==> src/verilog/Common.sv <==
package Common;

   // ------------------------------------------------------------------------
   // Memory access type of the instruction in execute
   // ------------------------------------------------------------------------

   typedef enum logic [3:0] {
      MEM_NONE = 4'd0,                          // No memory access.
      MEM_LB,
      MEM_LH,
      MEM_LW,
      MEM_LBU,
      MEM_LHU,
      MEM_SB,
      MEM_SH,
      MEM_SW
   } mem_inst_type_t;

   // ------------------------------------------------------------------------
   // Machine mode cause codes
   // ------------------------------------------------------------------------

   localparam logic [31:0] M_INSTR_MISALIGN  = 32'd0;
   localparam logic [31:0] M_INSTR_AFAULT    = 32'd1;
   localparam logic [31:0] M_ILL_INSTR       = 32'd2;
   localparam logic [31:0] M_LOAD_MISALIGN   = 32'd4;
   localparam logic [31:0] M_LOAD_AFAULT     = 32'd5;
   localparam logic [31:0] M_STORE_MISALIGN  = 32'd6;
   localparam logic [31:0] M_STORE_AFAULT    = 32'd7;
   localparam logic [31:0] M_TIMER_INT       = 32'h8000_0007;   // Interrupt bit set.

   // ------------------------------------------------------------------------
   // Address map
   // ------------------------------------------------------------------------

   // Low address bits that index into RAM.
   localparam int          RAM_WIDTH                  = 16;
   localparam logic [31:0] PC_VALID_RANGE_BASE        = 32'h8000_0000;

   // The timer register window includes both of its bounds.
   localparam logic [31:0] MTIME_MEM_ADDRESS_LOW      = 32'h0000_0200;
   localparam logic [31:0] MTIMECMP_MEM_ADDRESS_HIGH  = 32'h0000_020F;

   localparam logic [31:0] CONSOLE_ADDRESS            = 32'h0000_0100;

   // ------------------------------------------------------------------------
   // Trap CSR reset values
   // ------------------------------------------------------------------------

   localparam logic [31:0] MTVEC_RESET                = 32'h8000_0100;

endpackage

==> src/verilog/excDetect.sv <==
`timescale 1ns/10ps

module excDetect (
   input  logic                   shouldJump_i,
   input  logic [31:0]            pcJumpDst_i,
   input  logic [31:0]            pc_i,
   input  logic [31:0]            dataAddress_i,
   input  Common::mem_inst_type_t memInstType_i,
   input  logic                   instInvalid_i,
   input  logic                   priv_i,
   input  logic [31:0]            privCause_i,
   input  logic                   mtimeExc_i,
   output logic [31:0]            excCause_o,
   output logic [31:0]            trapInfo_o,
   output logic                   excPresent_o
);

   import Common::*;

   logic        jumpMisalign;
   logic        pcOutside;
   logic        dataInRam;
   logic        dataInTimer;
   logic        dataAllowed;
   logic        accessFault;
   logic        dataMisalign;
   logic        isLoad;
   logic        isStore;
   logic        halfAccess;
   logic        wordAccess;

   logic        excPresent;
   logic [31:0] excCause;
   logic [31:0] trapInfo;

   assign excPresent_o = excPresent;
   assign excCause_o   = excCause;
   assign trapInfo_o   = trapInfo;

   // ------------------------------------------------------------------------
   // Individual fault conditions
   // ------------------------------------------------------------------------

   assign jumpMisalign = shouldJump_i && (pcJumpDst_i[1:0] != 2'b00);
   assign pcOutside    = pc_i[31:RAM_WIDTH] != PC_VALID_RANGE_BASE[31:RAM_WIDTH];

   assign dataInRam    = dataAddress_i[31:RAM_WIDTH] == PC_VALID_RANGE_BASE[31:RAM_WIDTH];
   assign dataInTimer  = (dataAddress_i >= MTIME_MEM_ADDRESS_LOW)
                         && (dataAddress_i <= MTIMECMP_MEM_ADDRESS_HIGH);
   assign dataAllowed  = (dataAddress_i == CONSOLE_ADDRESS) || dataInRam || dataInTimer;
   assign accessFault  = (|memInstType_i) && !dataAllowed;

   always_comb begin
      isLoad     = 1'b0;
      isStore    = 1'b0;
      halfAccess = 1'b0;
      wordAccess = 1'b0;
      unique case (memInstType_i)
         MEM_LB, MEM_LBU: isLoad = 1'b1;
         MEM_LH, MEM_LHU: begin
            isLoad     = 1'b1;
            halfAccess = 1'b1;
         end
         MEM_LW: begin
            isLoad     = 1'b1;
            wordAccess = 1'b1;
         end
         MEM_SB: isStore = 1'b1;
         MEM_SH: begin
            isStore    = 1'b1;
            halfAccess = 1'b1;
         end
         MEM_SW: begin
            isStore    = 1'b1;
            wordAccess = 1'b1;
         end
         default: begin
         end
      endcase
   end

   // Halfwords need bit 0 clear, words need both low bits clear.
   assign dataMisalign = (halfAccess && dataAddress_i[0])
                         || (wordAccess && (dataAddress_i[1:0] != 2'b00));

   // ------------------------------------------------------------------------
   // Priority selection where the first match wins
   // ------------------------------------------------------------------------

   always_comb begin
      excPresent = 1'b0;
      excCause   = '0;
      trapInfo   = '0;
      if (jumpMisalign) begin
         excPresent = 1'b1;
         excCause   = M_INSTR_MISALIGN;
         trapInfo   = pcJumpDst_i;
      end else if (pcOutside) begin
         excPresent = 1'b1;
         excCause   = M_INSTR_AFAULT;
         trapInfo   = pc_i;
      end else if (instInvalid_i) begin
         excPresent = 1'b1;
         excCause   = M_ILL_INSTR;
         trapInfo   = pc_i;
      end else if (priv_i) begin
         excPresent = 1'b1;
         excCause   = privCause_i;                 // Cause comes from the decoder.
         trapInfo   = pc_i;
      end else if (accessFault) begin
         excPresent = 1'b1;
         excCause   = isStore ? M_STORE_AFAULT : M_LOAD_AFAULT;
         trapInfo   = dataAddress_i;
      end else if (dataMisalign) begin
         excPresent = 1'b1;
         excCause   = isLoad ? M_LOAD_MISALIGN : M_STORE_MISALIGN;
         trapInfo   = dataAddress_i;
      end else if (mtimeExc_i) begin
         excPresent = 1'b1;
         excCause   = M_TIMER_INT;                 // Interrupts carry no trap value.
      end
   end

   // A reported exception must carry a known cause into the trap CSRs.
   always_comb begin
      if (excPresent_o) begin
         assert (!$isunknown(excCause_o))
            else $error("excDetect: exception reported with unknown cause");
      end
   end

endmodule

==> src/verilog/trapCsr.sv <==
`timescale 1ns/10ps

module trapCsr (
   input  logic        clk_i,
   input  logic        arstN_i,
   input  logic        stall_i,
   input  logic        recValid_i,
   input  logic [31:0] recCause_i,
   input  logic [31:0] recInfo_i,
   input  logic [31:0] recPc_i,
   input  logic        mtvecWe_i,
   input  logic [31:0] mtvecData_i,
   output logic        trapTaken_o,
   output logic [31:0] redirectPc_o,
   output logic [31:0] mcause_o,
   output logic [31:0] mtval_o,
   output logic [31:0] mepc_o
);

   import Common::*;

   logic        commit;
   logic        isInterrupt;
   logic        trapTaken;
   logic [31:0] redirectPc;
   logic [31:0] mcause;
   logic [31:0] mtval;
   logic [31:0] mepc;
   logic [31:0] mtvec;

   assign trapTaken_o  = trapTaken;
   assign redirectPc_o = redirectPc;
   assign mcause_o     = mcause;
   assign mtval_o      = mtval;
   assign mepc_o       = mepc;

   assign commit      = recValid_i && !stall_i;
   assign isInterrupt = recCause_i[31];

   // ------------------------------------------------------------------------
   // Trap commit
   // ------------------------------------------------------------------------

   always_ff @(posedge clk_i or negedge arstN_i) begin
      if (!arstN_i) begin
         trapTaken  <= 1'b0;
         redirectPc <= '0;
         mcause     <= '0;
         mtval      <= '0;
         mepc       <= '0;
      end else begin
         trapTaken <= commit;                      // One cycle per commit.
         if (commit) begin
            mcause     <= recCause_i;
            mtval      <= isInterrupt ? 32'd0 : recInfo_i;
            mepc       <= recPc_i;
            redirectPc <= {mtvec[31:2], 2'b00};    // Direct mode only.
         end
      end
   end

   // ------------------------------------------------------------------------
   // Trap vector base
   // ------------------------------------------------------------------------

   // A write on the commit edge lands after the redirect has sampled the old base.
   always_ff @(posedge clk_i or negedge arstN_i) begin
      if (!arstN_i) begin
         mtvec <= MTVEC_RESET;
      end else if (mtvecWe_i) begin
         mtvec <= mtvecData_i;
      end
   end

   // Back to back pulses would mean the buffer handed one record over twice.
   assert property (@(posedge clk_i) disable iff (!arstN_i)
                    trapTaken_o |=> !trapTaken_o)
      else $error("trapCsr: trap pulse longer than one cycle");

endmodule

==> src/verilog/trapReg.sv <==
`timescale 1ns/10ps

module trapReg (
   input  logic        clk_i,
   input  logic        arstN_i,
   input  logic        instValid_i,
   input  logic        stall_i,
   input  logic        excPresent_i,
   input  logic [31:0] excCause_i,
   input  logic [31:0] trapInfo_i,
   input  logic [31:0] pc_i,
   output logic        recValid_o,
   output logic [31:0] recCause_o,
   output logic [31:0] recInfo_o,
   output logic [31:0] recPc_o
);

   logic        recValid;
   logic        capture;
   logic [31:0] recCause;
   logic [31:0] recInfo;
   logic [31:0] recPc;

   assign recValid_o = recValid;
   assign recCause_o = recCause;
   assign recInfo_o  = recInfo;
   assign recPc_o    = recPc;

   // The instruction right behind a buffered trap is flushed, so it never captures.
   assign capture = instValid_i && excPresent_i && !recValid;

   always_ff @(posedge clk_i or negedge arstN_i) begin
      if (!arstN_i) begin
         recValid <= 1'b0;
      end else if (!stall_i) begin
         recValid <= capture;                      // Drops after one free cycle.
      end
   end

   always_ff @(posedge clk_i) begin
      if (!stall_i && capture) begin
         recCause <= excCause_i;
         recInfo  <= trapInfo_i;
         recPc    <= pc_i;                         // Becomes mepc.
      end
   end

   // ------------------------------------------------------------------------
   // A record is handed over exactly once, so it may not survive a free edge.
   // ------------------------------------------------------------------------

   assert property (@(posedge clk_i) disable iff (!arstN_i)
                    (recValid_o && !stall_i) |=> !recValid_o)
      else $error("trapReg: record held across an unstalled edge");

endmodule

==> src/verilog/trapUnit.sv <==
`timescale 1ns/10ps

module trapUnit (
   input  logic                   clk_i,
   input  logic                   arstN_i,
   input  logic                   instValid_i,
   input  logic                   stall_i,
   input  logic                   shouldJump_i,
   input  logic [31:0]            pcJumpDst_i,
   input  logic [31:0]            pc_i,
   input  logic [31:0]            dataAddress_i,
   input  Common::mem_inst_type_t memInstType_i,
   input  logic                   instInvalid_i,
   input  logic                   priv_i,
   input  logic [31:0]            privCause_i,
   input  logic                   mtimeExc_i,
   input  logic                   mtvecWe_i,
   input  logic [31:0]            mtvecData_i,
   output logic                   trapTaken_o,
   output logic [31:0]            redirectPc_o,
   output logic [31:0]            mcause_o,
   output logic [31:0]            mtval_o,
   output logic [31:0]            mepc_o
);

   logic        excPresent;
   logic [31:0] excCause;
   logic [31:0] trapInfo;
   logic        recValid;
   logic [31:0] recCause;
   logic [31:0] recInfo;
   logic [31:0] recPc;

   excDetect excDetect_i (
      .shouldJump_i  (shouldJump_i),
      .pcJumpDst_i   (pcJumpDst_i),
      .pc_i          (pc_i),
      .dataAddress_i (dataAddress_i),
      .memInstType_i (memInstType_i),
      .instInvalid_i (instInvalid_i),
      .priv_i        (priv_i),
      .privCause_i   (privCause_i),
      .mtimeExc_i    (mtimeExc_i),
      .excCause_o    (excCause),
      .trapInfo_o    (trapInfo),
      .excPresent_o  (excPresent)
   );

   trapReg trapReg_i (
      .clk_i        (clk_i),
      .arstN_i      (arstN_i),
      .instValid_i  (instValid_i),
      .stall_i      (stall_i),
      .excPresent_i (excPresent),
      .excCause_i   (excCause),
      .trapInfo_i   (trapInfo),
      .pc_i         (pc_i),
      .recValid_o   (recValid),
      .recCause_o   (recCause),
      .recInfo_o    (recInfo),
      .recPc_o      (recPc)
   );

   trapCsr trapCsr_i (
      .clk_i        (clk_i),
      .arstN_i      (arstN_i),
      .stall_i      (stall_i),
      .recValid_i   (recValid),
      .recCause_i   (recCause),
      .recInfo_i    (recInfo),
      .recPc_i      (recPc),
      .mtvecWe_i    (mtvecWe_i),
      .mtvecData_i  (mtvecData_i),
      .trapTaken_o  (trapTaken_o),
      .redirectPc_o (redirectPc_o),
      .mcause_o     (mcause_o),
      .mtval_o      (mtval_o),
      .mepc_o       (mepc_o)
   );

endmodule
==> config.mk <==
export PLATFORM = sky130hd
export DESIGN_NAME = trapUnit
export DESIGN_NICKNAME = d
export VERILOG_FILES = /design/src/verilog/Common.sv /design/src/verilog/excDetect.sv /design/src/verilog/trapCsr.sv /design/src/verilog/trapReg.sv /design/src/verilog/trapUnit.sv
export SDC_FILE = /design/constraint.sdc
export NUM_CORES = 1
export LEC_CHECK = 0
export ABC_CLOCK_PERIOD_IN_PS = 4000
export BUFFER_PORTS_ARGS = -buffer_cell sky130_fd_sc_hd__buf_4
export CAP_MARGIN = 5
export CORE_MARGIN = 1.5
export CORE_UTILIZATION = 38
export DETAILED_ROUTE_END_ITERATION = 6
export GPL_TIMING_DRIVEN = 0
export PLACE_DENSITY = 0.6
export SKIP_LAST_GASP = 1
export SLEW_MARGIN = 20
export SYNTH_ARGS = -nofsm -noshare
export SYNTH_HDL_FRONTEND = slang
export SYNTH_HIERARCHICAL = 1
export SYNTH_SLANG_ARGS = --single-unit
==> constraint.sdc <==
create_clock -name clk_i -period 4 [get_ports clk_i]
set_clock_uncertainty 0.05 [all_clocks]
set_input_delay 0.4 -clock clk_i [delete_from_list [all_inputs] [get_ports clk_i]]
set_output_delay 0.4 -clock clk_i [all_outputs]
set_load 0.02 [all_outputs]
==> results.md <==
- Setup crit start kind: primary input
- Count of buffers inserted at the top-level ports: 296
- DR vias/cell: 5.017
- Share of the clock period used by the worst path after layout: 0.7722
- Number of vias in the routed layout: 6954
- Detailed placer's ending HPWL: 20070 µm
- Weighted congestion at the end of routability-driven global placement: 0.8839
- Initial antenna violation count: 0
- CP Launch Point: pc_i[21]
- Max-capacitance violation count: 0
- Type of the worst setup path: in -> reg
- Starting density of the core: 0.3856
- Required time of the worst setup path: 4.19 ns
- Finished Layout Cells: 1386
- Clock Tree Root: sky130_fd_sc_hd__clkbuf_16
- Remaining antenna violation count after routing: 0
- Leak Pwr: 6.133 nW
- Count of final hold-check violations: 0
- Number of resized instances in the post-cts repair step: 0
- Total inserted antenna cells: 0
- CTS sink count: 254
- Number of cell rows: 60
- Number of distinct library cells after synthesis: 49
- Register clock-pin slew on the reported worst setup and hold paths: 0.06 ns
- First-iteration detailed-routing DRC count: 373
- Commonest cells after routing, fill and taps aside: sky130_fd_sc_hd__buf_4 (297), sky130_fd_sc_hd__dfrtp_1 (156), sky130_fd_sc_hd__mux2_2 (127)
- DRC Markers: 0
- TritonCTS buffer count: 28
- Post CTS Setup Buffer Count: 0
- Max Clock Freq: 0.3237 GHz
- Later-pin clock latency in the skew report: 0.53 ns
- Worst supply voltage drop on vdd: 0.0003152 V
- Max FO, Critical Path: 42
- Max-Slew Margin vs Limit: 0.5657
- Final Routed Wirelength: 27270 µm
- RSZ-0062 raised after global routing: false
- Global-route wire length before repair: 41730 µm
- EDFF count, synth: 96
- Detailed Routing Iterations Pass 1: 4
- Worst slew pin tran: 0.6471 ns
- Boundary pin count: 302
- Area share of the largest cell type after synthesis: 0.3777
- Minimum period implied by the final worst setup slack: 3.089 ns
- Status: finished clean
- Routed wire per std cell: 19.67 µm
- Vert. Die Dim: 167.9 µm
- Horizontal die dimension: 167.9 µm
- Total chip power: 0.007675 W
- Area enclosed by the die boundary: 28200 µm²
- Largest area contributor in the synthesized netlist: sky130_fd_sc_hd__dfrtp_1
- Leading cell type in the layout, fill and taps excluded: sky130_fd_sc_hd__buf_4
- Vias in the first global route: 7119
- Floorplan Core Area: 26800 µm²
- Start point of the worst min-delay path: pc_i[30]
- Synthesis Warnings: 6
- Fraction of final layout cells sized beyond drive strength 1: 0.5120
- Async set-reset flop share out of synthesis: 0.6220
- Number of nets in the final layout: 1196
- Number of instances in the placed design: 1321
- Data arrival time of the worst path: 3.28 ns
- Leftover overflow at the end of global routing: 0
- Share of synthesized area occupied by flip-flops and latches: 0.6617
- Power per cell area: 543.1 nW/µm²
- Sort of element at the end of the critical path: register
- Hold Crit Class: in -> reg
- Final number of setup-violating endpoints: 0
- Yosys reg bits: 254
- Largest net degree at the start of global routing: 87
- Cells after Synth: 680
- Average footprint of a synthesized cell: 15.20 µm²
- TritonCTS clock tree: done
- Most used flip-flop cell after synthesis: sky130_fd_sc_hd__dfrtp_1
- Setup_tns: 0 ns
- Startpoint of the lowest-slack register-to-register path: trapReg_i/recValid_o
- Cell area after synthesis: 10330 µm²
- Top area cells in the synthesized netlist: sky130_fd_sc_hd__dfrtp_1 (38%), sky130_fd_sc_hd__edfxtp_1 (28%), sky130_fd_sc_hd__mux2_2 (14%), sky130_fd_sc_hd__mux2_4 (4.2%), sky130_fd_sc_hd__a21oi_1 (2.2%)
- Area added between synthesis and finish: 36.74%
- Buffer depth of the longest clock path: 3
- Max-slew violation count: 0
- H-tree levels: 1
- Utilization after layout: 0.5273
- Total track usage: 0.1917
==> Yosys cell counts, drive strengths merged (3+ instances only) <==
| library cell | n |
|---|---|
| dfrtp | 156 |
| mux2 | 156 |
| edfxtp | 96 |
| a21oi | 46 |
| nor2 | 35 |
| and2 | 28 |
| buf | 26 |
| nand3 | 19 |
| and2b | 18 |
| nor2b | 15 |
| a31oi | 14 |
| clkbuf | 14 |
| nor4 | 9 |
| nor3 | 5 |
| nand2 | 4 |
| o22ai | 4 |
| or3 | 4 |
| mux2i | 3 |
| nand4 | 3 |
==> per-stage QoR <==
step           setup WS [ns]  hold slack, ns  instance area (µm²)
6_report              0.9111         0.03703                14130
3_5_place_dp          0.6729          0.3856                13080
5_1_grt               0.7843        0.005295                14130
3_3_place_gp         -0.4740          0.4058                12990
4_1_cts               0.9248       0.0005922                14120
2_1_floorplan         0.8514         0.05441                10340
==> area by class of cell <==
class                   instances  area [µm²]
multi-input cells             385        3264
well taps                     341       426.7
plain buffers                  40       231.5
inverters                       2       7.507
repair buffers                312        2442
fillers                      2294       12670
clock inverters                 5       26.28
flip-flops and latches        254        6839
clock buffers                  47       894.6
==> worst paths after layout <==
path / to / slack [ns] / depth (start not counted)
max: trapReg_i/recPc_o[0] / 0.91 / 11
min: trapReg_i/recPc_o[30] / 0.04 / 1
max reg2reg: trapReg_i/recPc_o[0] / 2.11 / 3
min reg2reg: trapCsr_i/mepc_o[2] / 0.42 / 1
max in group asynchronous: trapCsr_i/mtvec[31] / 2.66 / 3
min in group asynchronous: trapCsr_i/mcause_o[9] / 0.38 / 2
==> metal layers <==
metal	global-route usage	vias to the layer above	share of wire
li1	-	3161	-
met1	0.2412	3433	0.41
met2	0.3134	319	0.46
met3	0.06747	41	0.10
met4	0.05327	0	0.021
met5	0	-	0
==> critical path, cell delays in order <==
cell and delay (ns):
sky130_fd_sc_hd__dlygate4sd3_1 0.54, sky130_fd_sc_hd__buf_4 0.15, sky130_fd_sc_hd__nor4_2 0.20, sky130_fd_sc_hd__nand4_2 0.22, sky130_fd_sc_hd__or3_1 0.34, sky130_fd_sc_hd__buf_2 0.20
sky130_fd_sc_hd__nor3_1 0.26, sky130_fd_sc_hd__nand2b_1 0.15, sky130_fd_sc_hd__and4bb_4 0.33, sky130_fd_sc_hd__buf_16 0.22, sky130_fd_sc_hd__buf_16 0.22
==> sequential cells by signal (all words and copies together) (netlist names) <==
| signal | flops |
|---|---|
| trapReg_i/recValid_o | 1 |
| trapCsr_i/mtval_o | 32 |
| trapCsr_i/mcause_o | 32 |
| trapCsr_i/mepc_o | 32 |
| trapReg_i/recInfo_o | 32 |
| trapCsr_i/trapTaken_o | 1 |
| trapCsr_i/mtvec | 30 |
| trapCsr_i/redirectPc_o | 30 |
| trapReg_i/recPc_o | 32 |
| trapReg_i/recCause_o | 32 |
==> cell families (layout without fill, tap and decap cells) <==
family | Yosys count | in the layout | share of synthesized area
simple gates | 147 | 147 | 0.08729
mux | 159 | 159 | 0.1834
buf+inv | 42 | 406 | 0.02312
compound gates | 77 | 77 | 0.04407
other cells | 1 | 2 | 0.0003628
flops | 254 | 254 | 0.6617
==> power breakdown <==
part	internal [W]	switching [W]
registers	0.00313	0.000205
clock network	0.00151	0.000999
logic	0.000915	0.000914
==> repair_timing <==
action | CTS | global route
endpoints found under the hold margin | 83 | 1
hold buffers | 12 | 1
endpoints found under the setup margin | 0 | 0
Power figures use the tool's default switching activity.
